$ cat src/logic/soc_map_pkg.sv
package soc_map_pkg;

	// on-chip RAM at word address 0
	localparam int RAM_ADDR_BITS = 10;

	// device region, top byte-address bits fixed
	localparam int DEV_ADDR_BITS = 16;
	localparam logic [15:0] DEV_BASE_HI = 16'hFFFF;

	// 256 bytes per device slot
	localparam int SLOT_BITS = 8;

	// slot numbers
	localparam int SLOT_BOARD = 2;

	// board register indices, in words
	localparam int REG_SWITCH = 0;
	localparam int REG_LED = 1;
	localparam int REG_IRQ_STATUS = 2;
	localparam int REG_IRQ_ENABLE = 3;

	// board i/o widths
	localparam int SWITCH_W = 16;
	localparam int LED_W = 16;

endpackage

$ cat src/logic/wb_bus_pkg.sv
package wb_bus_pkg;

	localparam int DATA_W = 32;
	// word address, byte address bits 31:2
	localparam int ADDR_W = 30;
	localparam int SEL_W = 4;
	// register index inside one device slot
	localparam int REG_ADDR_W = 6;

	typedef struct packed {
		logic              cyc;
		logic              stb;
		logic              we;
		logic [SEL_W-1:0]  sel;
		logic [ADDR_W-1:0] addr;
		logic [DATA_W-1:0] data;
	} wb_req_t;

	typedef struct packed {
		logic              ack;
		logic [DATA_W-1:0] data;
	} wb_rsp_t;

	// peripheral side of the device adapter
	typedef struct packed {
		logic                  cs;
		logic                  we;
		logic [SEL_W-1:0]      sel;
		logic [REG_ADDR_W-1:0] addr;
		logic [DATA_W-1:0]     data;
	} dev_req_t;

endpackage
$ cat src/logic/dev_adapter.sv
`timescale 1ns/1ns

module dev_adapter (
	input  logic                 clk_cpu,
	input  logic                 rst_i,
	input  wb_bus_pkg::wb_req_t  req_i,
	output wb_bus_pkg::wb_rsp_t  rsp_o,
	output wb_bus_pkg::dev_req_t board_o,
	input  wb_bus_pkg::wb_rsp_t  board_rsp_i
);
	import wb_bus_pkg::*;
	import soc_map_pkg::*;

	// slot index sits above the in-slot word offset
	localparam int SLOT_W = DEV_ADDR_BITS - SLOT_BITS;
	localparam int SLOT_LSB = SLOT_BITS - 2;

	logic [SLOT_W-1:0] slot;
	logic board_hit;
	logic empty_stb;
	logic empty_ack;

	assign slot = req_i.addr[SLOT_LSB +: SLOT_W];
	assign board_hit = (slot == SLOT_W'(SLOT_BOARD));
	assign empty_stb = req_i.cyc && req_i.stb && !board_hit;

	always_comb begin
		board_o.cs = req_i.cyc && req_i.stb && board_hit;
		board_o.we = req_i.we;
		board_o.sel = req_i.sel;
		board_o.addr = req_i.addr[REG_ADDR_W-1:0];
		board_o.data = req_i.data;
	end

	// nobody lives in the other slots
	always_ff @(posedge clk_cpu) begin
		if (rst_i) begin
			empty_ack <= 1'b0;
		end else begin
			empty_ack <= empty_stb && !empty_ack;
		end
	end

	always_comb begin
		if (board_hit) begin
			rsp_o = board_rsp_i;
		end else begin
			rsp_o.ack = empty_ack;
			rsp_o.data = '0;
		end
	end

endmodule

$ cat config.mk
export PLATFORM = sky130hd
export DESIGN_NAME = dev_adapter
export DESIGN_NICKNAME = d
export VERILOG_FILES = /design/src/logic/soc_map_pkg.sv /design/src/logic/wb_bus_pkg.sv /design/src/logic/dev_adapter.sv
export SDC_FILE = /design/constraint.sdc
export NUM_CORES = 1
export LEC_CHECK = 0
export BUFFER_PORTS_ARGS = -buffer_cell sky130_fd_sc_hd__buf_2
export CAP_MARGIN = 20
export CORE_AREA = 2 2 71 73
export DETAILED_ROUTE_END_ITERATION = 8
export DIE_AREA = 0 0 73 75
export PLACE_DENSITY = 0.7
export SYNTH_ARGS = -nofsm -noshare
export SYNTH_HDL_FRONTEND = slang
export SYNTH_SLANG_ARGS = --single-unit
$ cat constraint.sdc
create_clock -name clk_cpu -period 2.24 [get_ports clk_cpu]
set_input_delay 0.448 -clock clk_cpu [delete_from_list [all_inputs] [get_ports clk_cpu]]
set_output_delay 0.448 -clock clk_cpu [all_outputs]
set_load 0.1 [all_outputs]
---- Word level (Yosys, flattened, before mapping) ----
Cells that the tools add are included.
word-level totals
  output and inout bits ................... 77
  input bits .............................. 104
  bits in registers ....................... 1
  word-level logic and storage cells ...... 9
cells by class
  multiplexer cells ....................... 1
  equal/unequal tests ..................... 1
  reduce and logical (&&, ||, !) cells .... 6
operator list
  kind                number
  $mux 33             1
  $eq 8x2->1 const B  1
  $logic_and 1x1->1   4
  $logic_not 1->1     2

---- Logic depth before layout (Yosys ltp) ----
  depth in word-level cells ............... 4
  depth in mapped cells ................... 5
  depth with buffers taken out ............ 3

---- Worst setup path after synthesis ----
No wires, ideal clock.
  path type ............................... input -> output
  start ................................... in req_i[45] in the netlist's numbering
  end ..................................... out rsp_o[0] in the netlist's numbering
  arrival ................................. 1875 ps
  buffers on the path ..................... 2
  stages .................................. 5
  slack ................................... -83 ps
  cell sequence ........................... nor4_1 -> and4b_1 -> buf_4 -> buf_6 -> and2_1
RTL lines
  item             line              source
  start, declared  dev_adapter.sv:6  input wb_bus_pkg::wb_req_t req_i,
  end, declared    dev_adapter.sv:7  output wb_bus_pkg::wb_rsp_t rsp_o,

==> results.sh <==
export IMPL_grt_remaining_overflow=0
export IMPL_fin_crit_sh_pct=95.4
export IMPL_groute_usage_overall_pct=5.38
export IMPL_wire_length_of_the_first_global_routing_pass_mm=2.42
export IMPL_result_of_the_run="complete, no violations"
export IMPL_hold_worst_slack_ns=0.403
export IMPL_first_pass_iters=2
export IMPL_worstPathBufferInverterCount=2
export IMPL_postLayoutCoreUtil_pct=28.1
export IMPL_place_congestion=0.545
export IMPL_cts_clk_slew_worst_paths_ns=0
export IMPL_placement_io_buffers=78
export IMPL_mappedNetlistNets=191
export IMPL_timing_critical_path_cells="buf_2 -> nor4_2 -> and4b_2 -> mux2_2 -> buf_12"
export IMPL_cp_slowest_stage_delay_ns=0.38
export IMPL_core_area_um2=4660
export IMPL_largest_register_ff_count=1
export IMPL_timing_reg2reg_worst_path_depth=1
export IMPL_timing_setup_critical_path_class="input port to output pin"
export IMPL_layoutNonFillerInstCount=174
export IMPL_hold_path_depth=1
export IMPL_rows=25
export IMPL_antenna_found_initial=0
export IMPL_die_height_um=75
export IMPL_crit_path_max_fanout=4
export IMPL_maxSlewViolCount=0
export IMPL_drt_initial_drc_count=6
export IMPL_drcViolationCount=0
export IMPL_worstReg2RegStart="empty_ack$_SDFF_PP0_"
export IMPL_initial_core_util_pct=13.6
export IMPL_yosysUniqueCellTypes=10
export IMPL_globalRouteMet2Util_pct=9.81
export IMPL_powerDensity_nw_per_um2=62.3
export IMPL_pin_count=181
export IMPL_max_cap_violations=0
export IMPL_ys_seq_area_share_pct=3.17
export IMPL_setup_tns_final_ns=0
export IMPL_timing_hold_worst_start="empty_ack$_SDFF_PP0_"
export IMPL_vias=633
export IMPL_tightestPinTransition_ns=0.200
export IMPL_finalNetCount=226
export IMPL_reg_top3="empty_ack (1)"
export IMPL_syn_to_final_growth_pct=107
export IMPL_detailedPlacementHpwl_mm=1.69
export IMPL_max_vdd_ir_drop_mv=0.0312
export IMPL_floorplan_die_width_um=73
export IMPL_final_antenna_net_count=0
export IMPL_worstReg2RegEnd="empty_ack$_SDFF_PP0_"
export IMPL_max_clock_freq_ghz=0.468
export IMPL_hold_viol=0
export IMPL_registers_top_by_ff_count="empty_ack"
export IMPL_total_leakage_power_uw=0.000614
export IMPL_worstHoldPathType="flop to flop"
export IMPL_clk_insertion_delay_late_ns=0
export IMPL_routed_via_density=3.64
export IMPL_crit_path_start_kind="input port"
export IMPL_final_period_minus_worst_setup_slack_ns=2.14
export IMPL_worst_ep_arrival_time_ns=1.69
export IMPL_postSynthRegisterBits=1
export IMPL_grt_setup_unrepaired="true"
export IMPL_grt_busiest_layer="met2"
export IMPL_vias_in_the_first_global_route=521
export IMPL_report_final_setup_viol=0
export IMPL_met1_usage_pct=4.57
export IMPL_postSynthAreaPerCell_um2=7.26
export IMPL_detail_route_wirelength_mm=1.85
export IMPL_ant_diodes=0
export IMPL_min_delay_worst_endpoint="empty_ack$_SDFF_PP0_"
export IMPL_synth_cells=87
export IMPL_use_met3_pct=1.47
export IMPL_post_detailed_route_wirelength_per_cell_um=10.6
export IMPL_reg2reg_setup_slack_ns=1.61
export IMPL_die_area_um2=5480
export IMPL_place_detailed_instances=174
export IMPL_synth_warning_count=0
export IMPL_synth_cell_area_um2=632
export IMPL_cpMaxStageDelayCell="mux2_2"
export IMPL_relSlewSlack_pct=86.5
export IMPL_timing_critical_path_to_type="output pin"
export IMPL_grt_max_degree=24
export IMPL_post_route_cells_drive_above_1_share_pct=95.0
export IMPL_worst_ep_required_time_ns=1.79
export IMPL_fin_worst_skew_ns=0
export IMPL_worst_path_dominant_cell_family="simple AND/OR/NAND/NOR gates"
export IMPL_startpoint="req_i[45]"
[cells in the final DEF, fill, tap and decap left out, drive strengths merged]
cell,count
nand2,1
and4b,1
nor4,2
mux2,1
dfxtp,1
buf,80
nor2,1
and2,32
and3,1
[cells by family after synthesis]
logic type             after synthesis  share of synthesized area (%)
buffers and inverters               47                           57.6
DFF                                  1                           3.17
muxes                                1                           1.78
and+or+nand+nor                     38                           37.4
[Yosys cell counts]
cell / count / share of area (%)
and2_1: 32 / 32
and3_1: 1 / 0.99
mux2_2: 1 / 1.8
nor2_1: 1 / 0.59
dfxtp_1: 1 / 3.2
buf_4: 44 / 52
and4b_1: 1 / 1.6
nand2_1: 1 / 0.59
buf_6: 3 / 5.3
nor4_1: 2 / 2.0
[what timing repair did]
item,4_1_cts,5_1_grt
pin swaps,0,1
hold buffers,0,0
gates resized for setup,1,4
setup endpoints to repair,22,33
buffers inserted,0,0
[metal layers]
layer | wire length [um] | vias up
li1 | - | 290
met1 | 464 | 252
met2 | 925 | 61
met3 | 291 | 30
met4 | 165 | 0
met5 | 0 | -
[how the worst max path moves through the flow]
stage           endpoint  cells past startpoint
2_1_floorplan  rsp_o[24]                      4
3_3_place_gp   rsp_o[31]                      6
3_5_place_dp   rsp_o[24]                      6
4_1_cts        rsp_o[24]                      6
5_1_grt        rsp_o[10]                      6
6_report       rsp_o[32]                      5
[stage by stage]
stage,total power [uW],setup WS [ns],cell area [um2]
finish,81.6,0.103,1310
global route,87.2,-0.000543,1310
CTS,81.7,0.00388,1290
detailed placement,81.2,-0.0480,1290
global placement,80.1,0.00616,1290
floorplan,400,0.0176,671
[final cells by class]
cell class                      count  area (um2)
Fill cell                         482        3350
Multi-Input combinational cell     39         294
Sequential cell                     1        20.0
Tap cell                           54        67.6
Timing Repair Buffer               80         928
[report_power, final]
group	internal (uW)	switching (uW)	leakage, uW
logic	36.5	25.9	0.000606
registers	18.9	0.292	0.00000820
clock network	0	0	0
Note: power is estimated with default switching activity, not from simulation.
