## src/logic/soc_map_pkg.sv

```systemverilog
package soc_map_pkg;

	// on-chip RAM at word address 0
	localparam int RAM_ADDR_BITS = 10;

	// device region, top byte-address bits fixed
	localparam int DEV_ADDR_BITS = 16;
	localparam logic [15:0] DEV_BASE_HI = 16'hFFFF;

	// 256 bytes per device slot
	localparam int SLOT_BITS = 8;

	// slot numbers
	localparam int SLOT_BOARD = 2;

	// board register indices, in words
	localparam int REG_SWITCH = 0;
	localparam int REG_LED = 1;
	localparam int REG_IRQ_STATUS = 2;
	localparam int REG_IRQ_ENABLE = 3;

	// board i/o widths
	localparam int SWITCH_W = 16;
	localparam int LED_W = 16;

endpackage

```

## src/logic/wb_bus_pkg.sv

```systemverilog
package wb_bus_pkg;

	localparam int DATA_W = 32;
	// word address, byte address bits 31:2
	localparam int ADDR_W = 30;
	localparam int SEL_W = 4;
	// register index inside one device slot
	localparam int REG_ADDR_W = 6;

	typedef struct packed {
		logic              cyc;
		logic              stb;
		logic              we;
		logic [SEL_W-1:0]  sel;
		logic [ADDR_W-1:0] addr;
		logic [DATA_W-1:0] data;
	} wb_req_t;

	typedef struct packed {
		logic              ack;
		logic [DATA_W-1:0] data;
	} wb_rsp_t;

	// peripheral side of the device adapter
	typedef struct packed {
		logic                  cs;
		logic                  we;
		logic [SEL_W-1:0]      sel;
		logic [REG_ADDR_W-1:0] addr;
		logic [DATA_W-1:0]     data;
	} dev_req_t;

endpackage
```

## src/logic/board_regs.sv

```systemverilog
`timescale 1ns/1ns

module board_regs (
	input  logic                             clk_cpu,
	input  logic                             rst_i,
	input  wb_bus_pkg::dev_req_t             dev_i,
	output wb_bus_pkg::wb_rsp_t              rsp_o,
	input  logic [soc_map_pkg::SWITCH_W-1:0] switch_i,
	output logic [soc_map_pkg::LED_W-1:0]    led_o,
	output logic                             irq_o
);
	import wb_bus_pkg::*;
	import soc_map_pkg::*;

	logic [SWITCH_W-1:0] sw_q;
	logic [SWITCH_W-1:0] sw_d;
	logic [LED_W-1:0] led_q;
	logic irq_status;
	logic irq_en;
	logic ack_q;
	logic [DATA_W-1:0] rdata_q;
	logic access;
	logic wr_en;
	logic sw_change;

	assign access = dev_i.cs && !ack_q;
	assign wr_en = access && dev_i.we;
	assign sw_change = (sw_q != sw_d);

	// switch sample and its previous value
	always_ff @(posedge clk_cpu) begin
		sw_q <= switch_i;
		sw_d <= sw_q;
	end

	always_ff @(posedge clk_cpu) begin
		if (rst_i) begin
			led_q <= '0;
			irq_en <= 1'b0;
			irq_status <= 1'b0;
			ack_q <= 1'b0;
		end else begin
			ack_q <= access;
			if (wr_en && dev_i.addr == REG_LED) begin
				for (int i = 0; i < LED_W / 8; i++) begin
					if (dev_i.sel[i]) begin
						led_q[i*8 +: 8] <= dev_i.data[i*8 +: 8];
					end
				end
			end
			if (wr_en && dev_i.addr == REG_IRQ_ENABLE && dev_i.sel[0]) begin
				irq_en <= dev_i.data[0];
			end
			// a fresh change beats a clear in the same cycle
			if (sw_change) begin
				irq_status <= 1'b1;
			end else if (wr_en && dev_i.addr == REG_IRQ_STATUS && dev_i.sel[0] && dev_i.data[0]) begin
				irq_status <= 1'b0;
			end
		end
	end

	always_ff @(posedge clk_cpu) begin
		if (access) begin
			case (dev_i.addr)
				REG_SWITCH: rdata_q <= DATA_W'(sw_q);
				REG_LED: rdata_q <= DATA_W'(led_q);
				REG_IRQ_STATUS: rdata_q <= DATA_W'(irq_status);
				REG_IRQ_ENABLE: rdata_q <= DATA_W'(irq_en);
				default: rdata_q <= '0;
			endcase
		end
	end

	assign rsp_o.ack = ack_q;
	assign rsp_o.data = rdata_q;
	assign led_o = led_q;
	assign irq_o = irq_status && irq_en;

endmodule

```

## config.mk

```make
export PLATFORM = sky130hd
export DESIGN_NAME = board_regs
export DESIGN_NICKNAME = d
export VERILOG_FILES = /design/src/logic/soc_map_pkg.sv /design/src/logic/wb_bus_pkg.sv /design/src/logic/board_regs.sv
export SDC_FILE = /design/constraint.sdc
export NUM_CORES = 1
export LEC_CHECK = 0
export ABC_AREA = 1
export BUFFER_PORTS_ARGS = -buffer_cell sky130_fd_sc_hd__buf_2
export CAP_MARGIN = 30
export CELL_PAD_IN_SITES_DETAIL_PLACEMENT = 0
export CELL_PAD_IN_SITES_GLOBAL_PLACEMENT = 1
export CORE_UTILIZATION = 33
export DETAILED_ROUTE_END_ITERATION = 12
export PLACE_DENSITY = 0.87
export RECOVER_POWER = 100
export SYNTH_ARGS = -nofsm -noshare
export SYNTH_HDL_FRONTEND = slang
export SYNTH_SLANG_ARGS = --single-unit
```

## constraint.sdc

```tcl
create_clock -name clk_cpu -period 1.9 [get_ports clk_cpu]
set_input_delay 0.19 -clock clk_cpu [delete_from_list [all_inputs] [get_ports clk_cpu]]
set_output_delay 0.19 -clock clk_cpu [all_outputs]
set_load 0.01 [all_outputs]
```

# Yosys cells after proc, flatten, opt, wreduce, memory -nomap -nowiden
# Index checks and enable logic that the tools add are counted.
# word_totals
output_inout_bits	50
reg_bits	83
wordCells	29
input_bits	62
# op_classes
n_reduce_logical	14
mux	3
n_eq_ne	4
# op_table
op	n
16-bit case mux with 4 select lines	1
16-bit inequality test	1
6-bit by 2-bit equality test with 1-bit output (second input constant)	2
1-bit logical AND	9
6-bit by 1-bit equality test with 1-bit output (second input constant)	1
6-bit logical NOT	1
2-bit AND reduction	2
1-bit two-way mux	2
2-bit nonzero test	1
1-bit logical NOT	1

# Depth between registers and ports, before layout
# logic_depth
ltp_word	8
ltp_mapped	9
ltp_nobuf	9

# Least setup slack after synthesis
# No wires, ideal clock.
# synth_timing
kind	reg-to-reg
start	register ack_q
end	register led_q[13], in the netlist led_o[13]
setup_slack_ns	0.436
path_stages_with_launch	8
setup_ns	0.115
arrival_time_ns	1.348
path_buffers	1
required_ns	1.785
path_cell_list	dfxtp_1 nor2_4 nand2_2 nor2_2 nand2_2 buf_6 o21ai_2 a21oi_2
# synth_via
elab_chain_cells	5
# synth_lines
element	line_no	text
from (decl)	board_regs.sv:20	logic ack_q;
from (signal assigned)	board_regs.sv:43	ack_q <= access;
1-bit logical NOT	board_regs.sv:26	assign access = dev_i.cs && !ack_q;
1-bit logical AND	board_regs.sv:26	
named net access	board_regs.sv:22	logic access;
1-bit logical AND	board_regs.sv:27	assign wr_en = access && dev_i.we;
1-bit logical AND	board_regs.sv:44	if (wr_en && dev_i.addr == REG_LED) begin
2-bit AND reduction (no source line)	-	
to (signal, indexed assignment)	board_regs.sv:47	led_q[i*8 +: 8] <= dev_i.data[i*8 +: 8];
to (decl)	board_regs.sv:17	logic [LED_W-1:0] led_q;
# The timed path passes the listed nets, and every way through them passes these cells.
# A chain may end at the register's enable or synchronous reset.

# Final worst setup path
# layout_timing
start	register ack_q
end	register led_q[2], in the netlist led_o[2]
# The elaborated chain is that of the path after synthesis.

==> summary by stage <==
Outcome
The run finished with clean final reports.

Die
Once the floorplan was initialized, standard cells occupied 34.7% of the core. The die boundary width is 90.1 um. After floorplanning, the core was sized to cover 7370 um^2. The die covers 8110 um^2. Pin placement for this block handled 112 I/O pins. The total number of placement rows is 31.

The height of the die is 90.1 um.

Pwr
The analysis attributes to cell leakage a power of 1.50 nW. The power density of the placed cells is 881 nW/um^2. The worst ir drop on vdd is 0.000348 V.

Routing
After the first detailed-routing iteration, the DRC count stood at 53. The post-detailed-route wirelength per cell is 10.7 um. The count of nets left with antenna violations after detail routing is 0. The wire length reported by the detailed router is 5310 um. Across all layers, the routed design uses 2036 vias. The number of detailed-route iterations in the first pass is 4. After detailed routing, the number of remaining DRC violations is 0. The post-detailed-route via-to-cell ratio is 4.10.

Hold path
The cell depth of the worst hold path is 2. The path with the worst hold slack has its endpoint at ack_q. In this run the most critical hold path is launched from rst_i.

The type of the worst min-delay path is in -> reg.

Place
The number of placed instances, taps included, is 464. The placed wire-length estimate is 3850 um. The count of input and output buffers is 77.

The weighted congestion at the end of routability-driven global placement is 0.749. In this run the cell area measured after placement is 2990 um^2.

Clock tree
Once the clock tree was built, the resizer swapped 0 gates to a different size. Post-CTS timing repair inserted 0 buffers for setup. Clock latency on the worst-skew pair, taken at its later pin, is 0.33 ns. In this run the deepest clock path goes through 2 buffers. The H-tree depth reported by CTS is 3.

Clock tree synthesis selected as its root buffer the cell clkbuf_8. The clock tree from TritonCTS is yes. The number of buffers created by CTS is 9. The total clock sinks is 67. The register clock-pin slew on the reported worst setup and hold paths is 0.07 ns.

Timing
The total count of hold-check failures in the final report is 0. Clock skew on the completed layout was measured at 0.00655 ns. In this run the tightest slew margin relative to its limit is 63.1%. The worst path uses 77.4% of the clock period.

Derived from the worst setup path, the maximum achievable clock frequency is 0.680 GHz. The transition time of the tightest slew-check pin is 0.553 ns. The clock period minus final worst setup slack is 1.47 ns. The total setup violations reported at the end of the flow is 0. Setup repair after global routing left no endpoint under its margin. After routing, the total negative slack on setup checks comes to 0 ns.

The number of pins with negative max-slew slack in the final report came to 0.

Setup path
Along the worst path, the maximum fanout reaches 8. The logic depth of the worst register-to-register path is 6. The nature of the critical path endpoint is a flip-flop.

The data required time of the critical path is 2.12 ns. For flop-to-flop paths, the worst setup slack is 0.43 ns. The category of the critical setup timing path is reg -> reg. The startpoint identified for the worst register-to-register timing path is ack_q.

For the worst setup path, the data arrival time is 1.69 ns. The critical register-to-register path endpoint is led_o[2]. The critical path startpoint category is a flip-flop.

Global route
The total global routing track utilization is 13.5%. The initial antenna violation count is 0. After global routing the overflow that remains totals 0. Entering global routing, the biggest net connects 18 pins.

The first global-routing pass estimated 8410 um of wire. The number of global-route vias before repair came to 1873.

Logic synthesis
The count of synthesis-stage warnings from yosys is 0. The synthesized netlist contains 28 unique library cells. The flip-flop and latch count after synthesis is 67. After synthesis, the mean cell area works out to 8.80 um^2. The synthesized cell area is 2560 um^2. Summing the sequential cell areas from Yosys gives 58.7% of the chip area. In the synthesized netlist, the number of instances is 291.

Layout
From synthesis to final layout, the design area changed by 27.9%. The number of nets in the final layout is 454. The count of antenna diodes in the layout is 0. The filler cell count is 736.

Of the cells placed in the final design, the portion with a size suffix greater than 1 is 17.4%. Once layout is complete, the cells apart from fillers number 496. After routing the design area is 3270 um^2. The final cell utilization of the core is 44.4%.

Job
The count of maximum capacitance violations is 0.
==> metal layers <==
layer	part of all wire (%)	GRT usage [%]	routed length, um
met1	46	14.9	2450
met2	48	23.3	2530
met3	4.5	4.48	237
met4	1.7	6.45	88
met5	0	0	0
==> synthesized netlist by cell type (all sizes together) <==
master  instances  area [um^2]
o22ai           8         50.1
nor2           35          149
a21oi          10         57.6
o211ai          1         7.51
nor3            2         21.3
nand3           3         20.0
clkbuf          1         3.75
inv            47          179
conb            1         3.75
xor2            1         8.76
a22oi           1         7.51
buf            20          154
nand2          71          274
o21ai          23          123
edfxtp         16          480
dfxtp          51         1020
==> flip-flops by register name, summed over array words and instances, names as in the netlist <==
register	cells
sw_d	16
rdata_q	16
irq_en	1
led_o	16
sw_q	16
ack_q	1
irq_status	1
==> worst max path at each step <==
stage | slack (ns) | startpoint | cells past startpoint | to
floorplan | 0.44 | ack_q | 7 | led_o[13]
global placement | 0.46 | dev_i[37] | 7 | led_o[15]
detailed placement | 0.43 | dev_i[37] | 7 | led_o[15]
CTS | 0.54 | ack_q | 6 | led_o[15]
global route | 0.23 | ack_q | 6 | led_o[8]
finish | 0.43 | ack_q | 6 | led_o[2]
==> logic make-up (layout without fill, tap and decap cells) <==
group,count (synthesis),after routing,synth area share [%]
buf+inv,68,159,13.1
simple gates,111,111,18.1
flops,67,67,58.7
other cells,1,16,0.146
xor+xnor,1,1,0.342
compound gates,43,43,9.58
==> layout make-up <==
| class | count | area [um^2] | area share (%) |
|---|---|---|---|
| multi-input cells | 171 | 761 | 23.2 |
| well taps | 99 | 124 | 3.78 |
| repair buffers | 96 | 520 | 15.9 |
| inverters | 47 | 178 | 5.43 |
| clock buffers | 13 | 149 | 4.55 |
| clock inverters | 3 | 40.0 | 1.22 |
| flip-flops and latches | 67 | 1500 | 45.9 |
==> placed cells by master (no fill, tap or decap) <==
cell type	count
nand2_1	70
dfxtp_1	51
o211ai_1	1
o22ai_1	8
clkinvlp_2	1
nor2_1	31
inv_1	45
buf_2	42
clkbuf_1	39
nor3_1	1
nor2_2	4
clkbuf_8	10
nand2_2	1
edfxtp_1	16
inv_2	1
o21ai_0	21
a22oi_1	1
conb_1	16
nor3_4	1
a21oi_2	2
clkinv_2	2
xor2_1	1
dlygate4sd3_1	16
buf_4	2
o21ai_2	2
a21oi_1	8
nand3_1	3
bufinv_16	1
==> report_power, final <==
| part | leakage, nW | total [mW] | internal [mW] | switching (mW) |
|---|---|---|---|---|
| registers | 0.585 | 1.54 | 1.51 | 0.0273 |
| logic | 0.820 | 0.209 | 0.0919 | 0.117 |
| clock network | 0.0974 | 1.13 | 0.639 | 0.495 |
==> stage by stage <==
step	power (mW)	hold WS, ns	worst slack, ns
floorplan	1.70	0.218	0.436
global placement	1.76	0.292	0.457
detailed placement	1.77	0.294	0.425
CTS	2.93	0.0358	0.535
global route	3.02	0.0464	0.232
finish	2.88	0.0491	0.429
==> timing repair <==
action,4_1_cts,5_1_grt
endpoints found under the setup margin,0,0
hold endpoints to repair,16,0
hold buffers,16,0
==> critical path, stage by stage (launching register included) <==
cell     delay, ns
dfxtp_1       0.32
nor2_1        0.16
nand2_1       0.16
nor2_1        0.21
nand2_1       0.23
o21ai_0       0.22
nor2_1        0.07
Power figures use the tool's default switching activity.
