==> config.mk <==
export PLATFORM = sky130hd
export DESIGN_NAME = wb_arbiter
export DESIGN_NICKNAME = d
export VERILOG_FILES = /design/src/logic/wb_bus_pkg.sv /design/src/logic/wb_arbiter.sv
export SDC_FILE = /design/constraint.sdc
export NUM_CORES = 1
export LEC_CHECK = 0
export ABC_CLOCK_PERIOD_IN_PS = 2100
export BUFFER_PORTS_ARGS = -buffer_cell sky130_fd_sc_hd__buf_4
export CORE_AREA = 2 2 121 123
export DETAILED_ROUTE_END_ITERATION = 10
export DIE_AREA = 0 0 123 125
export SETUP_SLACK_MARGIN = 0.15
export SYNTH_ARGS = -nofsm -noshare
export SYNTH_HDL_FRONTEND = slang
export SYNTH_SLANG_ARGS = --single-unit
==> constraint.sdc <==
create_clock -name clk_cpu -period 2.1 [get_ports clk_cpu]
set_clock_uncertainty 0.05 [all_clocks]
set_input_delay 0 -clock clk_cpu [delete_from_list [all_inputs] [get_ports clk_cpu]]
set_output_delay 0 -clock clk_cpu [all_outputs]
set_load 0.1 [all_outputs]
==> src/logic/wb_bus_pkg.sv <==
package wb_bus_pkg;

	localparam int DATA_W = 32;
	// word address, byte address bits 31:2
	localparam int ADDR_W = 30;
	localparam int SEL_W = 4;
	// register index inside one device slot
	localparam int REG_ADDR_W = 6;

	typedef struct packed {
		logic              cyc;
		logic              stb;
		logic              we;
		logic [SEL_W-1:0]  sel;
		logic [ADDR_W-1:0] addr;
		logic [DATA_W-1:0] data;
	} wb_req_t;

	typedef struct packed {
		logic              ack;
		logic [DATA_W-1:0] data;
	} wb_rsp_t;

	// peripheral side of the device adapter
	typedef struct packed {
		logic                  cs;
		logic                  we;
		logic [SEL_W-1:0]      sel;
		logic [REG_ADDR_W-1:0] addr;
		logic [DATA_W-1:0]     data;
	} dev_req_t;

endpackage
==> src/logic/wb_arbiter.sv <==
`timescale 1ns/1ns

module wb_arbiter (
	input  logic                clk_cpu,
	input  logic                rst_i,
	input  wb_bus_pkg::wb_req_t m0_req_i,
	input  wb_bus_pkg::wb_req_t m1_req_i,
	output wb_bus_pkg::wb_rsp_t m0_rsp_o,
	output wb_bus_pkg::wb_rsp_t m1_rsp_o,
	output wb_bus_pkg::wb_req_t bus_req_o,
	input  wb_bus_pkg::wb_rsp_t bus_rsp_i
);

	logic gnt_valid;
	logic gnt_id;
	logic gnt_cyc;

	// cyc of whoever holds the bus
	assign gnt_cyc = gnt_id ? m1_req_i.cyc : m0_req_i.cyc;

	// master 0 (display fetch) wins when both ask
	always_ff @(posedge clk_cpu) begin
		if (rst_i) begin
			gnt_valid <= 1'b0;
			gnt_id <= 1'b0;
		end else if (!gnt_valid) begin
			if (m0_req_i.cyc) begin
				gnt_valid <= 1'b1;
				gnt_id <= 1'b0;
			end else if (m1_req_i.cyc) begin
				gnt_valid <= 1'b1;
				gnt_id <= 1'b1;
			end
		end else if (!gnt_cyc) begin
			// cycle over, bus free next cycle
			gnt_valid <= 1'b0;
		end
	end

	always_comb begin
		bus_req_o = '0;
		if (gnt_valid) begin
			bus_req_o = gnt_id ? m1_req_i : m0_req_i;
		end
	end

	// response back to the granted master only
	always_comb begin
		m0_rsp_o = '0;
		m1_rsp_o = '0;
		if (gnt_valid && !gnt_id) begin
			m0_rsp_o = bus_rsp_i;
		end
		if (gnt_valid && gnt_id) begin
			m1_rsp_o = bus_rsp_i;
		end
	end

	// slave ack belongs to the master granted when the slave saw stb
	assert property (@(posedge clk_cpu) disable iff (rst_i)
		bus_rsp_i.ack |-> gnt_valid && $past(gnt_valid) && $stable(gnt_id))
		else $error("ack returned after grant changed");

endmodule

* After elaboration in Yosys (flattened, before gate mapping)
Index checks and enable logic that the tools add are counted. W data, S select, Z words.
Word-level totals: register bits after elaboration 2, bits of input ports 173, output and inout bits 135, logic and storage cells 19
Cells by class: mux-type cells 11, bitwise gates (word level) 1, reduce and logical (&&, ||, !) cells 5
Operators by type and width (number):
- $mux W69 | 2
- $mux W33 | 2
- $mux W1 | 7
- $logic_and A1 B1 Y1 | 2
- $reduce_and A2 Y1 | 1
- $reduce_bool A2 Y1 | 1
- $logic_not A1 Y1 | 1
- $not A1 Y1 | 1

* Longest topological paths before layout
Gate-level depths: netlist (run 1).
word-level depth 3, depth in mapped cells 5

* Worst setup path after synthesis (run 1)
OpenSTA, ideal clock, no wires.
path kind register to output, from reg gnt_id, to out bus_req_o[29] in the netlist's numbering, arrival time 2.075 ns, required time 2.050 ns, setup slack -0.025 ns, cell stages (with the launch flop) 6, buffers on the path 3, cells stage by stage dfxtp_1 > buf_4 > buf_12 > buf_8 > mux2i_1 > nor2_1
RTL lines:
- start: declaration | RTL line wb_arbiter.sv:15 | logic gnt_id;
- start signal: assignment | RTL line wb_arbiter.sv:25 | gnt_id <= 1'b0;
- start signal: assignment | RTL line wb_arbiter.sv:29 | gnt_id <= 1'b0;
- start signal: assignment | RTL line wb_arbiter.sv:32 | gnt_id <= 1'b1;
- end: declaration | RTL line wb_arbiter.sv:10 | output wb_bus_pkg::wb_req_t bus_req_o,

==> results of run 1 <==
## power breakdown
group / internal (mW) / switching, mW / total [mW]
clock network: 0.250 / 0.0443 / 0.294
logic: 0.526 / 1.34 / 1.86
registers: 0.0411 / 0.0148 / 0.0558
## per-layer routing
| metal | vias up | track usage (%) | routed length (um) |
|---|---|---|---|
| met5 | - | 0 | 0 |
| met3 | 4 | 1.41 | 804 |
| met4 | 0 | 1.60 | 41 |
| met2 | 155 | 20.7 | 4860 |
| li1 | 1382 | - | - |
| met1 | 1204 | 11.0 | 3180 |
## cells by family (layout without fill, tap and decap cells)
kind of cell | after synthesis | in the layout | synth area share [%]
AND/OR/NAND/NOR | 138 | 138 | 42.5
multiplexers | 69 | 69 | 42.2
buffers and inverters | 28 | 321 | 11.6
AO/OA/AOI/OAI | 2 | 2 | 1.30
flip-flops | 2 | 2 | 2.44
## critical path, cell delays in order, from the launching register on
cell	delay, ns
dfxtp_4	0.56
buf_12	0.30
mux2i_1	0.32
nor2_2	0.06
buf_4	0.27
## worst max path at each step
stage | endpoint | start
2_1_floorplan | bus_req_o[23] | gnt_valid$_SDFF_PP0_
3_5_place_dp | bus_req_o[45] | gnt_id$_SDFFE_PP0P_
4_1_cts | bus_req_o[45] | gnt_id$_SDFFE_PP0P_
5_1_grt | bus_req_o[23] | gnt_valid$_SDFF_PP0_
6_report | bus_req_o[39] | gnt_id$_SDFFE_PP0P_
3_3_place_gp | bus_req_o[45] | gnt_id$_SDFFE_PP0P_
## area by class of cell
type                       count  area [um2]  share of cell area (%)
tap                          184         230                    5.34
sequential                     2        43.8                    1.02
multi-input combinational    209        1560                    36.1
timing repair buffer         315        2390                    55.5
inverter                       2        8.76                   0.203
clock buffer                   4        78.8                    1.83
## Yosys cell counts, drive strengths merged
master   n
mux2i   69
inv      2
dfxtp    2
nor2b    1
nor2    70
buf     11
clkbuf  15
and2    33
a221oi   1
nand2b   1
and3    33
a211oi   1
## state kept, by name, summed over array words and instances, names as in the netlist
signal and count:
gnt_id 1, gnt_valid 1
==> results by group, run 1 <==
Timing
  – Setup WS post-layout: 0.294 ns
  – Final setup fails: 0
  – Setup Total Neg Slack: 0 ns
  – Final hold viol count: 0
  – Worst slew pin tran: 0.864 ns
  – Hold Slack: 0.0176 ns
  – Crit share post-route: 86.0%
  – Rel. slew slack: 42.4%
  – Crit path time final: 1.81 ns
  – Slew Limit Fails: 0
  – Max Fclk: 554 MHz
  – RSZ-0062 raised after global routing: no

Clock tree
  – Clock Tree Root: clkbuf_16
  – Post-CTS setup buffers: 0
  – CTS resizes: 0
  – Hold-fix buffers, CTS: 2
  – CTS tree: done
  – CTS max path bufs: 2
  – Clock sink total: 2
  – Clk slew on worst S/H paths: 0.03 ns
  – Clock Latency Late Sink: 0.22 ns
  – Num CTS Buffers: 3
  – H-Tree Depth: 1

Final layout
  – Most common cell after layout, fill and taps aside: buf_4
  – Ant. Diodes: 0
  – Filler instances: 1485
  – Fin nets: 706
  – Finished Layout Cells: 716
  – Post-route cell area: 4310 um2
  – Final core utilization: 30.4%
  – Most frequent cells in the layout: 311 x buf_4, 69 x mux2i_1, 60 x nor2_2
  – Layout cells sized above 1: 71.4%
  – Area delta synth->final: 163%

Critical path
  – Crit. End Element: primary output
  – R2R depth: 3
  – Crit path required time: 2.05 ns
  – Reg2reg end: gnt_id$_SDFFE_PP0P_
  – Crit path kind: flip-flop to primary output
  – Crit Path Max Fanout: 38
  – Flop-to-flop setup slack: 0.61 ns
  – Worst EP arrival: 1.76 ns
  – Startpoint types: flip-flop
  – Critical R2R Launch: gnt_valid$_SDFF_PP0_

Worst hold path
  – Hold Path Class: input pin to flip-flop
  – Hold Startpoint: m1_req_i[68]
  – Hold Path Stages: 3
  – Hold Path Sink: gnt_id$_SDFFE_PP0P_

Pwr
  – P_leak: 2.26 nW
  – Overall power: 2.21 mW
  – Power density over the cells: 513 nW/um2
  – Peak supply drop: 0.000259 V

Yosys
  – YS warnings: 0
  – Syn nets: 412
  – Post-synthesis cell area: 1640 um2
  – Top cell type's share of synthesized area: 42.2%
  – Synthesized flop and latch total: 2
  – Syn_area_per_cell: 6.85 um2
  – Cell count after synthesis: 239
  – Distinct cells, synth: 18
  – Fraction of the yosys area taken by sequential cells: 2.44%
  – Post-synth top area cell: mux2i_1
  – Area contributors post-synth: mux2i_1 42%, nor2_1 16%, and2_1 13%, and3_1 13%, buf_8 2.8%

Status
  – Status: finished, final reports clean

Die
  – Die height: 125 um
  – Io pins: 308
  – Die area: 15400 um2
  – Die width: 123 um
  – Rows: 44
  – Core area: 14200 um2
  – Starting Density: 11.5%

Placed design
  – # placed instances: 710
  – I/O Buffers: 307
  – Gpl congestion: 0.833
  – Pre-CTS WS: 0.487 ns
  – DP HPWL: 7580 um
  – Placed cell areas: 4220 um2

Job
  – Max Cap Viol: 0

Global routing
  – GRT Total Usage: 10.2%
  – Largest net degree at the start of global routing: 60
  – Gr ovfl total: 0
  – Initial antenna violation count: 0
  – Vias in the first global route: 2657
  – First-pass GRT wire length: 12700 um

Routing
  – Vias per inst: 3.83
  – Routed WL: 8880 um
  – Routed len/inst: 12.4 um
  – DR iter-0 viols: 58
  – Final antenna-violating net count: 0
  – Post-route DRC: 0
  – Drt pass-1 iters: 4
  – DR vias: 2745
(Power assumes the default switching activity.)
==> run 2: changes to the inputs <==
- ABC_CLOCK_PERIOD_IN_PS: 2100 -> 2200
- clock period: 2.1 -> 2.2 ns (I/O delays scaled with it)
==> run 2 against run 1 <==
Compared with the run above:
- final area shrank 1.4%
- sequential share of layout area is essentially flat
- routed wire length grew 0.21%
- first-iteration DRC count shrank 10%
==> results by group, run 2 (synthesized netlist as in run 1, its figures left out) <==
Final layout
  – Finished Layout Cells: 716 (unchanged)
  – Layout cells sized above 1: 67.1% (-4.3 points)
  – Fin nets: 706 (unchanged)
  – Most common cell after layout, fill and taps aside: buf_4
  – Most frequent cells in the layout: 311 x buf_4, 69 x mux2i_1, 37 x nor2_2
  – Final core utilization: 30.0% (-0.41 points)
  – Area delta synth->final: 160%
  – Ant. Diodes: 0 (unchanged)
  – Top flop regs: gnt_id x1, gnt_valid x1
  – Post-route cell area: 4260 um2 (-1.4%)

Pwr
  – P_leak: 2.27 nW (+0.14%)
  – Power density over the cells: 491 nW/um2 (-4.2%)
  – Peak supply drop: 0.000171 V (-34%)

Die
  – Die height: 125 um (unchanged)
  – Starting Density: 11.5% (unchanged)
  – Core area: 14200 um2 (unchanged)
  – Io pins: 308 (unchanged)
  – Die area: 15400 um2 (unchanged)
  – Rows: 44 (unchanged)
  – Die width: 123 um (unchanged)

Critical path
  – CP Cell Sequence: buf_12 -> mux2i_1 -> nor2_2 -> buf_4
  – Top cell family by delay on the critical path: flip-flops
  – Worst EP arrival: 1.77 ns (about the same)
  – Crit path largest cell delay: 0.58 ns (+0.02 ns)
  – Crit path required time: 2.15 ns (+0.10 ns)
  – Crit. End Element: primary output
  – Startpoint types: flip-flop
  – Buf/Inv on CP: 2 (unchanged)
  – Crit Path Max Fanout: 35 (-7.9%)
  – Worst-path cell with the longest stage delay: dfxtp_4
  – Crit path kind: flip-flop to primary output

Placed design
  – Gpl congestion: 0.754 (-9.4%)
  – Pre-CTS WS: 0.595 ns (+0.108 ns)
  – # placed instances: 710 (unchanged)
  – I/O Buffers: 307 (unchanged)
  – Placed cell areas: 4160 um2 (-1.4%)
  – DP HPWL: 7530 um (-0.69%)

Clock tree
  – Clock Latency Late Sink: 0.22 ns (about the same)
  – Clock Tree Root: clkbuf_16
  – Num CTS Buffers: 3 (unchanged)
  – CTS resizes: 0 (unchanged)
  – H-Tree Depth: 1 (unchanged)
  – CTS max path bufs: 2 (unchanged)
  – CTS tree: done
  – Clk slew on worst S/H paths: 0.03 ns (about the same)
  – Clock sink total: 2 (unchanged)

Routing
  – Post-route DRC: 0 (unchanged)
  – DR iter-0 viols: 52 (-10%)
  – Final antenna-violating net count: 0 (unchanged)
  – Routed WL: 8900 um (+0.21%)
  – Routed len/inst: 12.4 um (+0.21%)
  – Drt pass-1 iters: 4 (unchanged)
  – Vias per inst: 3.75 (-2.1%)
  – DR vias: 2688 (-2.1%)

Global routing
  – First-pass GRT wire length: 12500 um (-1.7%)
  – Initial antenna violation count: 0 (unchanged)
  – Vias in the first global route: 2482 (-6.6%)
  – Gr ovfl total: 0 (unchanged)
  – GRT Total Usage: 10.1% (-0.044 points)
  – Largest net degree at the start of global routing: 46 (-23%)

Status
  – Status: finished, final reports clean

Timing
  – Setup Total Neg Slack: 0 ns (unchanged)
  – Slew Limit Fails: 0 (unchanged)
  – Setup WS post-layout: 0.378 ns (+0.0836 ns)
  – Worst slew pin tran: 0.646 ns (-0.218 ns)
  – RSZ-0062 raised after global routing: no
  – Crit path time final: 1.82 ns
  – Final setup fails: 0 (unchanged)
  – Final hold viol count: 0 (unchanged)
  – Crit share post-route: 82.8%
  – Rel. slew slack: 56.9% (+15 points)
  – Max Fclk: 549 MHz

Job
  – Max Cap Viol: 0 (unchanged)

Worst hold path
  – Hold Path Class: input pin to flip-flop
[run 2: cell types whose count changed in the layout (fill, tap and decap cells not counted), sizes merged]
cell,before,now
clkinv,1,0
inv,1,2
[run 2: through the flow]
step	total power, mW	hold WS [ns]
floorplan	1.34	0.0146
global route	2.17	0.0474
global placement	1.82	0.128
finish	2.09	0.0155
CTS	2.11	0.0161
detailed placement	1.82	0.124
[run 2: worst paths after layout]
kind	startpoint	to	slack, ns	depth (start not counted)
setup / recovery	gnt_id$_SDFFE_PP0P_	bus_req_o[63]	0.38	4
hold / removal	m1_req_i[68]	gnt_id$_SDFFE_PP0P_	0.02	3
setup reg to reg	gnt_valid$_SDFF_PP0_	gnt_id$_SDFFE_PP0P_	0.87	4
hold reg to reg	gnt_valid$_SDFF_PP0_	gnt_valid$_SDFF_PP0_	0.60	2
[run 2: layout make-up]
type                       instances  area (um2)
tap                              184         230
inverter                           2        7.51
timing repair buffer             315        2390
multi-input combinational        209        1500
clock buffer                       4        78.8
fill                            1587        9950
sequential                         2        43.8
[run 2: worst register-to-register path, delay by kind of cell (launching register included)]
family	cells	cell delay [ns]
buffers and inverters	3	0.53
DFF	1	0.35
AOI/OAI and AO/OA	1	0.30
[run 2: what timing repair did]
item	in CTS	in global routing
hold buffers	2	0
endpoints found under the hold margin	2	0
buffers inserted	0	0
[run 2: power breakdown]
| group | leakage (nW) | internal, mW | switching (mW) |
|---|---|---|---|
| clock network | 0.0382 | 0.238 | 0.0415 |
| logic | 2.21 | 0.496 | 1.26 |
| registers | 0.0173 | 0.0392 | 0.0143 |
[run 2: layer usage]
metal,vias up,routed length (um),global-route usage (%)
met1,1136,3270,11.8
li1,1388,-,-
met2,162,4620,19.1
met5,-,0,0
met4,0,8,0.602
met3,2,1010,2.74
