`config.mk`:
```
export PLATFORM = sky130hd
export DESIGN_NAME = wb_slave_decoder
export DESIGN_NICKNAME = d
export VERILOG_FILES = /design/src/logic/soc_map_pkg.sv /design/src/logic/wb_bus_pkg.sv /design/src/logic/wb_slave_decoder.sv
export SDC_FILE = /design/constraint.sdc
export NUM_CORES = 1
export LEC_CHECK = 0
export BUFFER_PORTS_ARGS = -buffer_cell sky130_fd_sc_hd__buf_2
export CORE_AREA = 2 2 119 121
export CTS_BUF_LIST = sky130_fd_sc_hd__clkbuf_4
export CTS_CLUSTER_DIAMETER = 120
export DETAILED_ROUTE_END_ITERATION = 8
export DIE_AREA = 0 0 121 123
export PLACE_DENSITY = 0.51
export SYNTH_ARGS = -nofsm -noshare
export SYNTH_HDL_FRONTEND = slang
export SYNTH_SLANG_ARGS = --single-unit
export TNS_END_PERCENT = 5
```
`constraint.sdc`:
```
create_clock -name clk_cpu -period 2.8 [get_ports clk_cpu]
set_input_delay 0.14 -clock clk_cpu [delete_from_list [all_inputs] [get_ports clk_cpu]]
set_output_delay 0.14 -clock clk_cpu [all_outputs]
set_load 0.05 [all_outputs]
```
`src/logic/soc_map_pkg.sv`:
```
package soc_map_pkg;

	// on-chip RAM at word address 0
	localparam int RAM_ADDR_BITS = 10;

	// device region, top byte-address bits fixed
	localparam int DEV_ADDR_BITS = 16;
	localparam logic [15:0] DEV_BASE_HI = 16'hFFFF;

	// 256 bytes per device slot
	localparam int SLOT_BITS = 8;

	// slot numbers
	localparam int SLOT_BOARD = 2;

	// board register indices, in words
	localparam int REG_SWITCH = 0;
	localparam int REG_LED = 1;
	localparam int REG_IRQ_STATUS = 2;
	localparam int REG_IRQ_ENABLE = 3;

	// board i/o widths
	localparam int SWITCH_W = 16;
	localparam int LED_W = 16;

endpackage

```
`src/logic/wb_bus_pkg.sv`:
```
package wb_bus_pkg;

	localparam int DATA_W = 32;
	// word address, byte address bits 31:2
	localparam int ADDR_W = 30;
	localparam int SEL_W = 4;
	// register index inside one device slot
	localparam int REG_ADDR_W = 6;

	typedef struct packed {
		logic              cyc;
		logic              stb;
		logic              we;
		logic [SEL_W-1:0]  sel;
		logic [ADDR_W-1:0] addr;
		logic [DATA_W-1:0] data;
	} wb_req_t;

	typedef struct packed {
		logic              ack;
		logic [DATA_W-1:0] data;
	} wb_rsp_t;

	// peripheral side of the device adapter
	typedef struct packed {
		logic                  cs;
		logic                  we;
		logic [SEL_W-1:0]      sel;
		logic [REG_ADDR_W-1:0] addr;
		logic [DATA_W-1:0]     data;
	} dev_req_t;

endpackage
```
`src/logic/wb_slave_decoder.sv`:
```
`timescale 1ns/1ns

module wb_slave_decoder (
	input  logic                clk_cpu,
	input  logic                rst_i,
	input  wb_bus_pkg::wb_req_t bus_req_i,
	output wb_bus_pkg::wb_rsp_t bus_rsp_o,
	output wb_bus_pkg::wb_req_t ram_req_o,
	input  wb_bus_pkg::wb_rsp_t ram_rsp_i,
	output wb_bus_pkg::wb_req_t dev_req_o,
	input  wb_bus_pkg::wb_rsp_t dev_rsp_i
);
	import wb_bus_pkg::*;
	import soc_map_pkg::*;

	localparam int HI_W = ADDR_W + 2 - DEV_ADDR_BITS;

	logic ram_hit;
	logic dev_hit;
	logic none_stb;
	logic none_ack;

	assign ram_hit = (bus_req_i.addr[ADDR_W-1:RAM_ADDR_BITS] == '0);
	assign dev_hit = (bus_req_i.addr[ADDR_W-1 -: HI_W] == DEV_BASE_HI);
	assign none_stb = bus_req_i.cyc && bus_req_i.stb && !ram_hit && !dev_hit;

	always_comb begin
		ram_req_o = bus_req_i;
		ram_req_o.cyc = bus_req_i.cyc && ram_hit;
		ram_req_o.stb = bus_req_i.stb && ram_hit;
		dev_req_o = bus_req_i;
		dev_req_o.cyc = bus_req_i.cyc && dev_hit;
		dev_req_o.stb = bus_req_i.stb && dev_hit;
	end

	// unmapped space, acks once with zero
	always_ff @(posedge clk_cpu) begin
		if (rst_i) begin
			none_ack <= 1'b0;
		end else begin
			none_ack <= none_stb && !none_ack;
		end
	end

	always_comb begin
		if (ram_hit) begin
			bus_rsp_o = ram_rsp_i;
		end else if (dev_hit) begin
			bus_rsp_o = dev_rsp_i;
		end else begin
			bus_rsp_o.ack = none_ack;
			bus_rsp_o.data = '0;
		end
	end

	// the slave that acks is still the one selected
	assert property (@(posedge clk_cpu) disable iff (rst_i)
		(ram_rsp_i.ack || dev_rsp_i.ack || none_ack) |-> bus_rsp_o.ack)
		else $error("slave ack lost in the response mux");

endmodule

```
After elaboration in Yosys (flattened, before gate mapping):

Cells that the tools add are included.

* output and inout bits: 171
* input bits: 137
* register bits: 1

* reduce and logical (&&, ||, !) cells: 12
* muxes and demuxes: 2
* equality and inequality tests: 1

Operators with widths (number)
* 33-bit 2-to-1 mux: 2
* 20-bit logical NOT: 1
* 16-bit == test (second input constant): 1
* 1-bit logical AND: 8
* 1-bit logical NOT: 3

Depth between registers and ports, before layout:

Gate-level depths: netlist (run 1).

* depth in word-level cells: 5
* depth in mapped cells: 5

Least setup slack after synthesis (run 1):

No wires, ideal clock.

* kind: in2out
* start: in bus_req_i[60] (netlist name)
* end: out bus_rsp_o[32] (netlist name)
* stages on the path: 4
* arrival time: 1.541 ns
* path buffers: 0
* setup slack: 1.119 ns
* cell sequence: nand4_1 -> nor4_4 -> mux2_1 -> mux2_1

RTL lines
* start, declared: line wb_slave_decoder.sv:6 `input wb_bus_pkg::wb_req_t bus_req_i,`
* end, declared: line wb_slave_decoder.sv:7 `output wb_bus_pkg::wb_rsp_t bus_rsp_o,`

==> run_results.csv, run 1 <==
group,metric,value,unit
outcome,run_status,"finished, final reports clean",
cells_and_area,diodes,0,
floorplanning,start_util,10.95,%
sta,fmax,492.0,MHz
worst_setup_path,setup.worst_path.start,"bus_req_i[43]",
cells_and_area,area_growth,2.855,%
global_route,grt_usage,6.421,%
global_route,grt_max_degree,37,
global_route,grt_pass1_wl,6996,um
worst_setup_path,r2r-end,"none_ack",
routing,wl_per_cell,14.43,um
logic_synthesis,syn-num-nets,332,
routing,via_per_inst,3.233,
sta,setup_viol,0,
floorplanning,die_width,121,um
cells_and_area,top_regs,"none_ack: 1 flops",
routing,drc,0,
logic_synthesis,yosysSeqAreaShare,1.343,%
floorplanning,io_pins,308,
worst_setup_path,crit_required,2660,ps
sta,fin_skew,0,ps
run,max-cap-violations,0,
routing,num_vias,1306,
placed_design,place_area,1533,um^2
cts,insertion_delay,0,ps
cells_and_area,multi_input_area,434.2,um^2
worst_setup_path,crit_arrival,1890,ps
cells_and_area,top_register,"none_ack",
global_route,grt_pass1_vias,1153,
cts,cts_setup_buffers,0,
cts,ctsHoldBuffers,0,
worst_setup_path,end_kind,"primary output",
placed_design,gp_congestion,0.6569,
cells_and_area,largest_register_ff_count,1,
logic_synthesis,synth_cell_type_count,14,
floorplanning,die_h,123,um
hold_path,hp-class,"in -> out",
placed_design,io_buffer_count,166,
sta,fin_crit,2033,ps
power,p_per_area,156.0,nW/um^2
cells_and_area,fin_util,11.26,%
cts,cts_resized,0,
worst_setup_path,rr_startpoint,"none_ack",
hold_path,worst_hold_path.endpoint,"dev_req_o[39]",
routing,drt-total-wl,5831,um
cells_and_area,final_area,1533,um^2
cells_and_area,final_nets,363,
sta,tightest_slew,458.8,ps
routing,drt-initial-drc-count,23,
floorplanning,dieArea,14880,um^2
floorplanning,row_count,43,
worst_setup_path,critPathKind,"in -> out",
global_route,grt-ovfl-total,0,
placed_design,hpwl,5262,um
routing,drt_pre_antenna_iters,4,
worst_setup_path,reg2reg_slack,2120,ps
logic_synthesis,synth_area_per_cell,7.642,um^2
hold_path,hold_depth,0,
cells_and_area,nFillCells,1570,
sta,tns,0,ps
sta,fin_crit_sh,72.59,%
cells_and_area,final-seq-area,20.02,um^2
logic_synthesis,ys_ff_latch,1,
hold_path,hp-start,"bus_req_i[39]",
worst_setup_path,crit_fanout,36,
worst_setup_path,critPathLaunchType,"primary input",
logic_synthesis,synthCells,195,
sta,maxSlewHeadroom,69.13,%
sta,slew_viol_final,0,
power,ir_worst_vdd,66.81,uV
worst_setup_path,worstRegToRegCells,3,
cells_and_area,drive_gt1_share,76.34,%
logic_synthesis,ys_warn_count,0,
routing,ant_nets,0,
power,leakagePower,0.8905,nW
logic_synthesis,netlist_area,1490,um^2
floorplanning,core,13610,um^2
global_route,antenna_found_initial,2,
sta,rsz0062_at_grt,"no",
sta,hold_viol,0,
==> area by class of cell <==
class                      instances  share of cell area [%]
timing repair buffer             169                   55.67
multi-input combinational         54                   28.33
tap                              180                   14.69
sequential                         1                   1.306
==> placed cells by master (no fill, tap or decap), drive strengths merged <==
master  netlist  routed
and2          4       4
nand4         4       4
nor3          1       1
mux2          2       2
nand2         1       1
nor2          2       2
dfxtp         1       1
a22o         32      32
nor4          6       6
buf         140     169
nand3         2       2
==> cells in the mapped netlist <==
| master | count | area (um^2) |
|---|---|---|
| mux2_1 | 2 | 22.52 |
| nor2_2 | 1 | 6.260 |
| nand4_1 | 4 | 25.02 |
| dfxtp_1 | 1 | 20.02 |
| buf_4 | 134 | 1006 |
| nand2_1 | 1 | 3.750 |
| a22o_1 | 32 | 280.3 |
| nor4_1 | 5 | 31.28 |
| buf_2 | 6 | 30.03 |
| nor3_1 | 1 | 5.000 |
| nor4_4 | 1 | 21.27 |
| and2_1 | 4 | 25.02 |
| nand3_1 | 2 | 10.01 |
| nor2_1 | 1 | 3.750 |
==> worst max-delay path: stages <==
cell	delay [ps]
buf_2	110
nor4_1	450
nand2_1	150
nor2_2	100
buf_4	350
mux2_1	370
buf_2	210
==> how the worst max path moves through the flow <==
stage                               end  slack [ps]
after floorplan           bus_rsp_o[32]        1120
after global placement    bus_rsp_o[32]         680
after detailed placement  bus_rsp_o[32]         700
after CTS                 bus_rsp_o[32]         690
after global routing      bus_rsp_o[32]         600
final                     bus_rsp_o[32]         770
==> stage by stage <==
| step | hold slack, ps | power, mW | setup WS [ps] | std cells |
|---|---|---|---|---|
| 3_3_place_gp | 280.5 | 0.2416 | 680.2 | 404 |
| 3_5_place_dp | 280.5 | 0.2411 | 701.1 | 404 |
| 6_report | 280.0 | 0.2390 | 767.4 | 404 |
| 2_1_floorplan | 270.7 | 0.5387 | 1119 | 195 |
| 4_1_cts | 280.5 | 0.2415 | 693.3 | 404 |
| 5_1_grt | 280.1 | 0.2505 | 602.5 | 404 |
==> cell families (layout without fill, tap and decap cells) <==
group                  after synthesis  after routing  share of synthesized area [%]
multiplexers                         2              2                          1.511
AO/OA/AOI/OAI                       32             32                          18.81
flip-flops                           1              1                          1.343
AND/OR/NAND/NOR                     20             20                          8.815
buffers and inverters              140            169                          69.52
==> per-layer routing <==
| metal | vias up | GRT usage (%) | wire length (um) |
|---|---|---|---|
| li1 | 595 | - | - |
| met1 | 536 | 6.809 | 2007 |
| met2 | 139 | 11.97 | 2812 |
| met4 | 0 | 3.343 | 253 |
| met5 | - | 0 | 0 |
| met3 | 36 | 1.292 | 757 |
==> report_power, final <==
group / switching (mW) / internal [mW] / total [mW] / leakage (nW)
combinational: 0.156 / 0.0671 / 0.224 / 0.882
sequential: 0.000377 / 0.0151 / 0.0155 / 0.00820
clock: 0 / 0 / 0 / 0
total: 0.157 / 0.0822 / 0.239 / 0.890
Note: power is estimated with default switching activity, not from simulation.
==> inputs of run 2 (changes only) <==
- ABC_AREA: unset -> 1
- CORE_AREA: 2 2 119 121 -> 2 2 120 122
- DIE_AREA: 0 0 121 123 -> 0 0 122 124
- PLACE_DENSITY: 0.51 -> 0.52
- clock period: 2.8 -> 2 ns (I/O delays scaled with it)
==> run_results.csv, run 2 <==
group,metric,value,unit
outcome,run_status,"finished, final reports clean",
cts,cts_resized,0,
floorplanning,core,13720,um^2
power,leakagePower,1.099,nW
floorplanning,dieArea,15130,um^2
power,ir_worst_vdd,124.8,uV
logic_synthesis,syn-num-nets,422,
logic_synthesis,synthCells,285,
worst_setup_path,critPathKind,"in -> out",
routing,drc,0,
hold_path,hp-class,"in -> out",
placed_design,place_ws,276.3,ps
logic_synthesis,ys_top_cells_by_count,"137 x buf_4, 96 x nand2_1, 21 x nor2_1",
cells_and_area,top_register,"none_ack",
logic_synthesis,synthArstFlopShare,0,%
routing,wl_per_cell,11.08,um
routing,ant_nets,0,
floorplanning,die_h,124,um
sta,slew_viol_final,0,
global_route,grt_max_degree,34,
logic_synthesis,yosysSeqAreaShare,1.185,%
placed_design,dp_cells,493,
cells_and_area,largest_register_ff_count,1,
floorplanning,row_count,43,
cts,ctsHoldBuffers,0,
sta,hold_viol,0,
routing,drt_pre_antenna_iters,4,
worst_setup_path,critPathMaxStageDelay,360,ps
cells_and_area,mostFrequentLayoutCells,"166 x buf_2, 96 x nand2_1, 21 x nor2_1",
cells_and_area,top_regs,"none_ack: 1 flops",
logic_synthesis,synth_top_area_cell,"buf_4",
global_route,grt-ovfl-total,0,
global_route,grt_usage,5.889,%
floorplanning,start_util,12.31,%
floorplanning,die_width,122,um
placed_design,hpwl,4645,um
placed_design,gp_congestion,0.6624,
worst_setup_path,crit_required,1900,ps
sta,fin_crit,1655,ps
cells_and_area,final_cells,493,
worst_setup_path,crit_slowest_cell,"inv_4",
routing,via_per_inst,3.152,
worst_setup_path,critPathLaunchType,"primary input",
placed_design,io_buffer_count,166,
cells_and_area,final_common_cell,"buf_2",
run,max-cap-violations,0,
cts,insertion_delay,0,ps
routing,drt-total-wl,5462,um
sta,fin_crit_sh,82.77,%
logic_synthesis,ys.flop_type,"dfxtp_1",
sta,fin_skew,0,ps
floorplanning,io_pins,308,
sta,tightest_slew,441.1,ps
logic_synthesis,ys_ff_latch,1,
worst_setup_path,crit_fanout,33,
logic_synthesis,ys_warn_count,0,
power,p_per_area,198.0,nW/um^2
cells_and_area,area_growth,0,%
routing,num_vias,1554,
logic_synthesis,synth_cell_type_count,13,
logic_synthesis,synth.most_common_cell,"buf_4",
sta,maxSlewHeadroom,70.59,%
worst_setup_path,crit_arrival,1560,ps
cts,cts_setup_buffers,0,
cells_and_area,final_nets,452,
global_route,grt_pass1_vias,1259,
cells_and_area,drive_gt1_share,58.79,%
logic_synthesis,synth_area_per_cell,5.927,um^2
routing,drt-initial-drc-count,44,
global_route,antenna_found_initial,0,
logic_synthesis,netlist_area,1689,um^2
sta,worst_slack,344.6,ps
worst_setup_path,end_kind,"primary output",
logic_synthesis,synth_area_leaders,"buf_4 61%, nand2_1 21%, nand2_2 5.2%",
sta,rsz0062_at_grt,"no",
logic_synthesis,synth_edf_count,0,
sta,setup_viol,0,
cells_and_area,diodes,0,
sta,tns,0,ps
worst_setup_path,crit_chain,"buf_2 > nor2_1 > nand3_1 > nor2_1 > nand2_2 > inv_4 > nand2_1 > nand2_1 > buf_2",
global_route,grt_pass1_wl,6900,um
sta,fmax,604.1,MHz
logic_synthesis,synthDominantCellAreaShare,60.89,%
[run 2: cell type report]
cell class	count	area, um^2
Fill cell	1653	12030
Timing Repair Buffer	168	845.8
Multi-Input combinational cell	139	576.8
Tap cell	180	225.2
Inverter	5	21.27
Sequential cell	1	20.02
[run 2: metal layers]
metal	track usage, %	up-vias	routed length (um)
li1	-	777	-
met1	6.389	589	1979
met2	8.694	130	2180
met3	2.473	58	803
met4	5.388	0	498
met5	0	-	0
[run 2: worst paths after layout]
kind	start	to	slack, ps	cells past startpoint
worst max-delay path	bus_req_i[52]	bus_rsp_o[12]	340	9
worst min-delay path	bus_req_i[35]	ram_req_o[35]	200	0
worst max register to register	none_ack	none_ack	1400	2
worst min register to register	none_ack	none_ack	510	2
[run 2: cells by family after synthesis]
kind of cell	Yosys count	share of synthesized area (%)
buffers and inverters	145	64.67
AND/OR/NAND/NOR	138	33.70
AO/OA/AOI/OAI	1	0.4446
flip-flops	1	1.185
[run 2: metrics by stage]
step | utilization, % | power, mW | hold slack (ps) | area, um^2
after floorplan | - | 0.7603 | 240.2 | 1689
after global placement | 12.31 | 0.3359 | 200.5 | 1689
after detailed placement | 12.31 | 0.3355 | 200.5 | 1689
after CTS | 12.31 | 0.3366 | 200.5 | 1689
after global routing | 12.31 | 0.3530 | 200.1 | 1689
final | 12.31 | 0.3345 | 200.0 | 1689
[run 2: critical path: cells and delay by family]
kind | cells | cell delay, ps
buf+inv | 3 | 770
simple gates | 6 | 660
[run 2: report_power, final]
group          total [mW]  internal, mW  switching (mW)
combinational       0.313        0.0959           0.217
clock                   0             0               0
sequential         0.0213        0.0212        0.000130
total               0.334         0.117           0.217
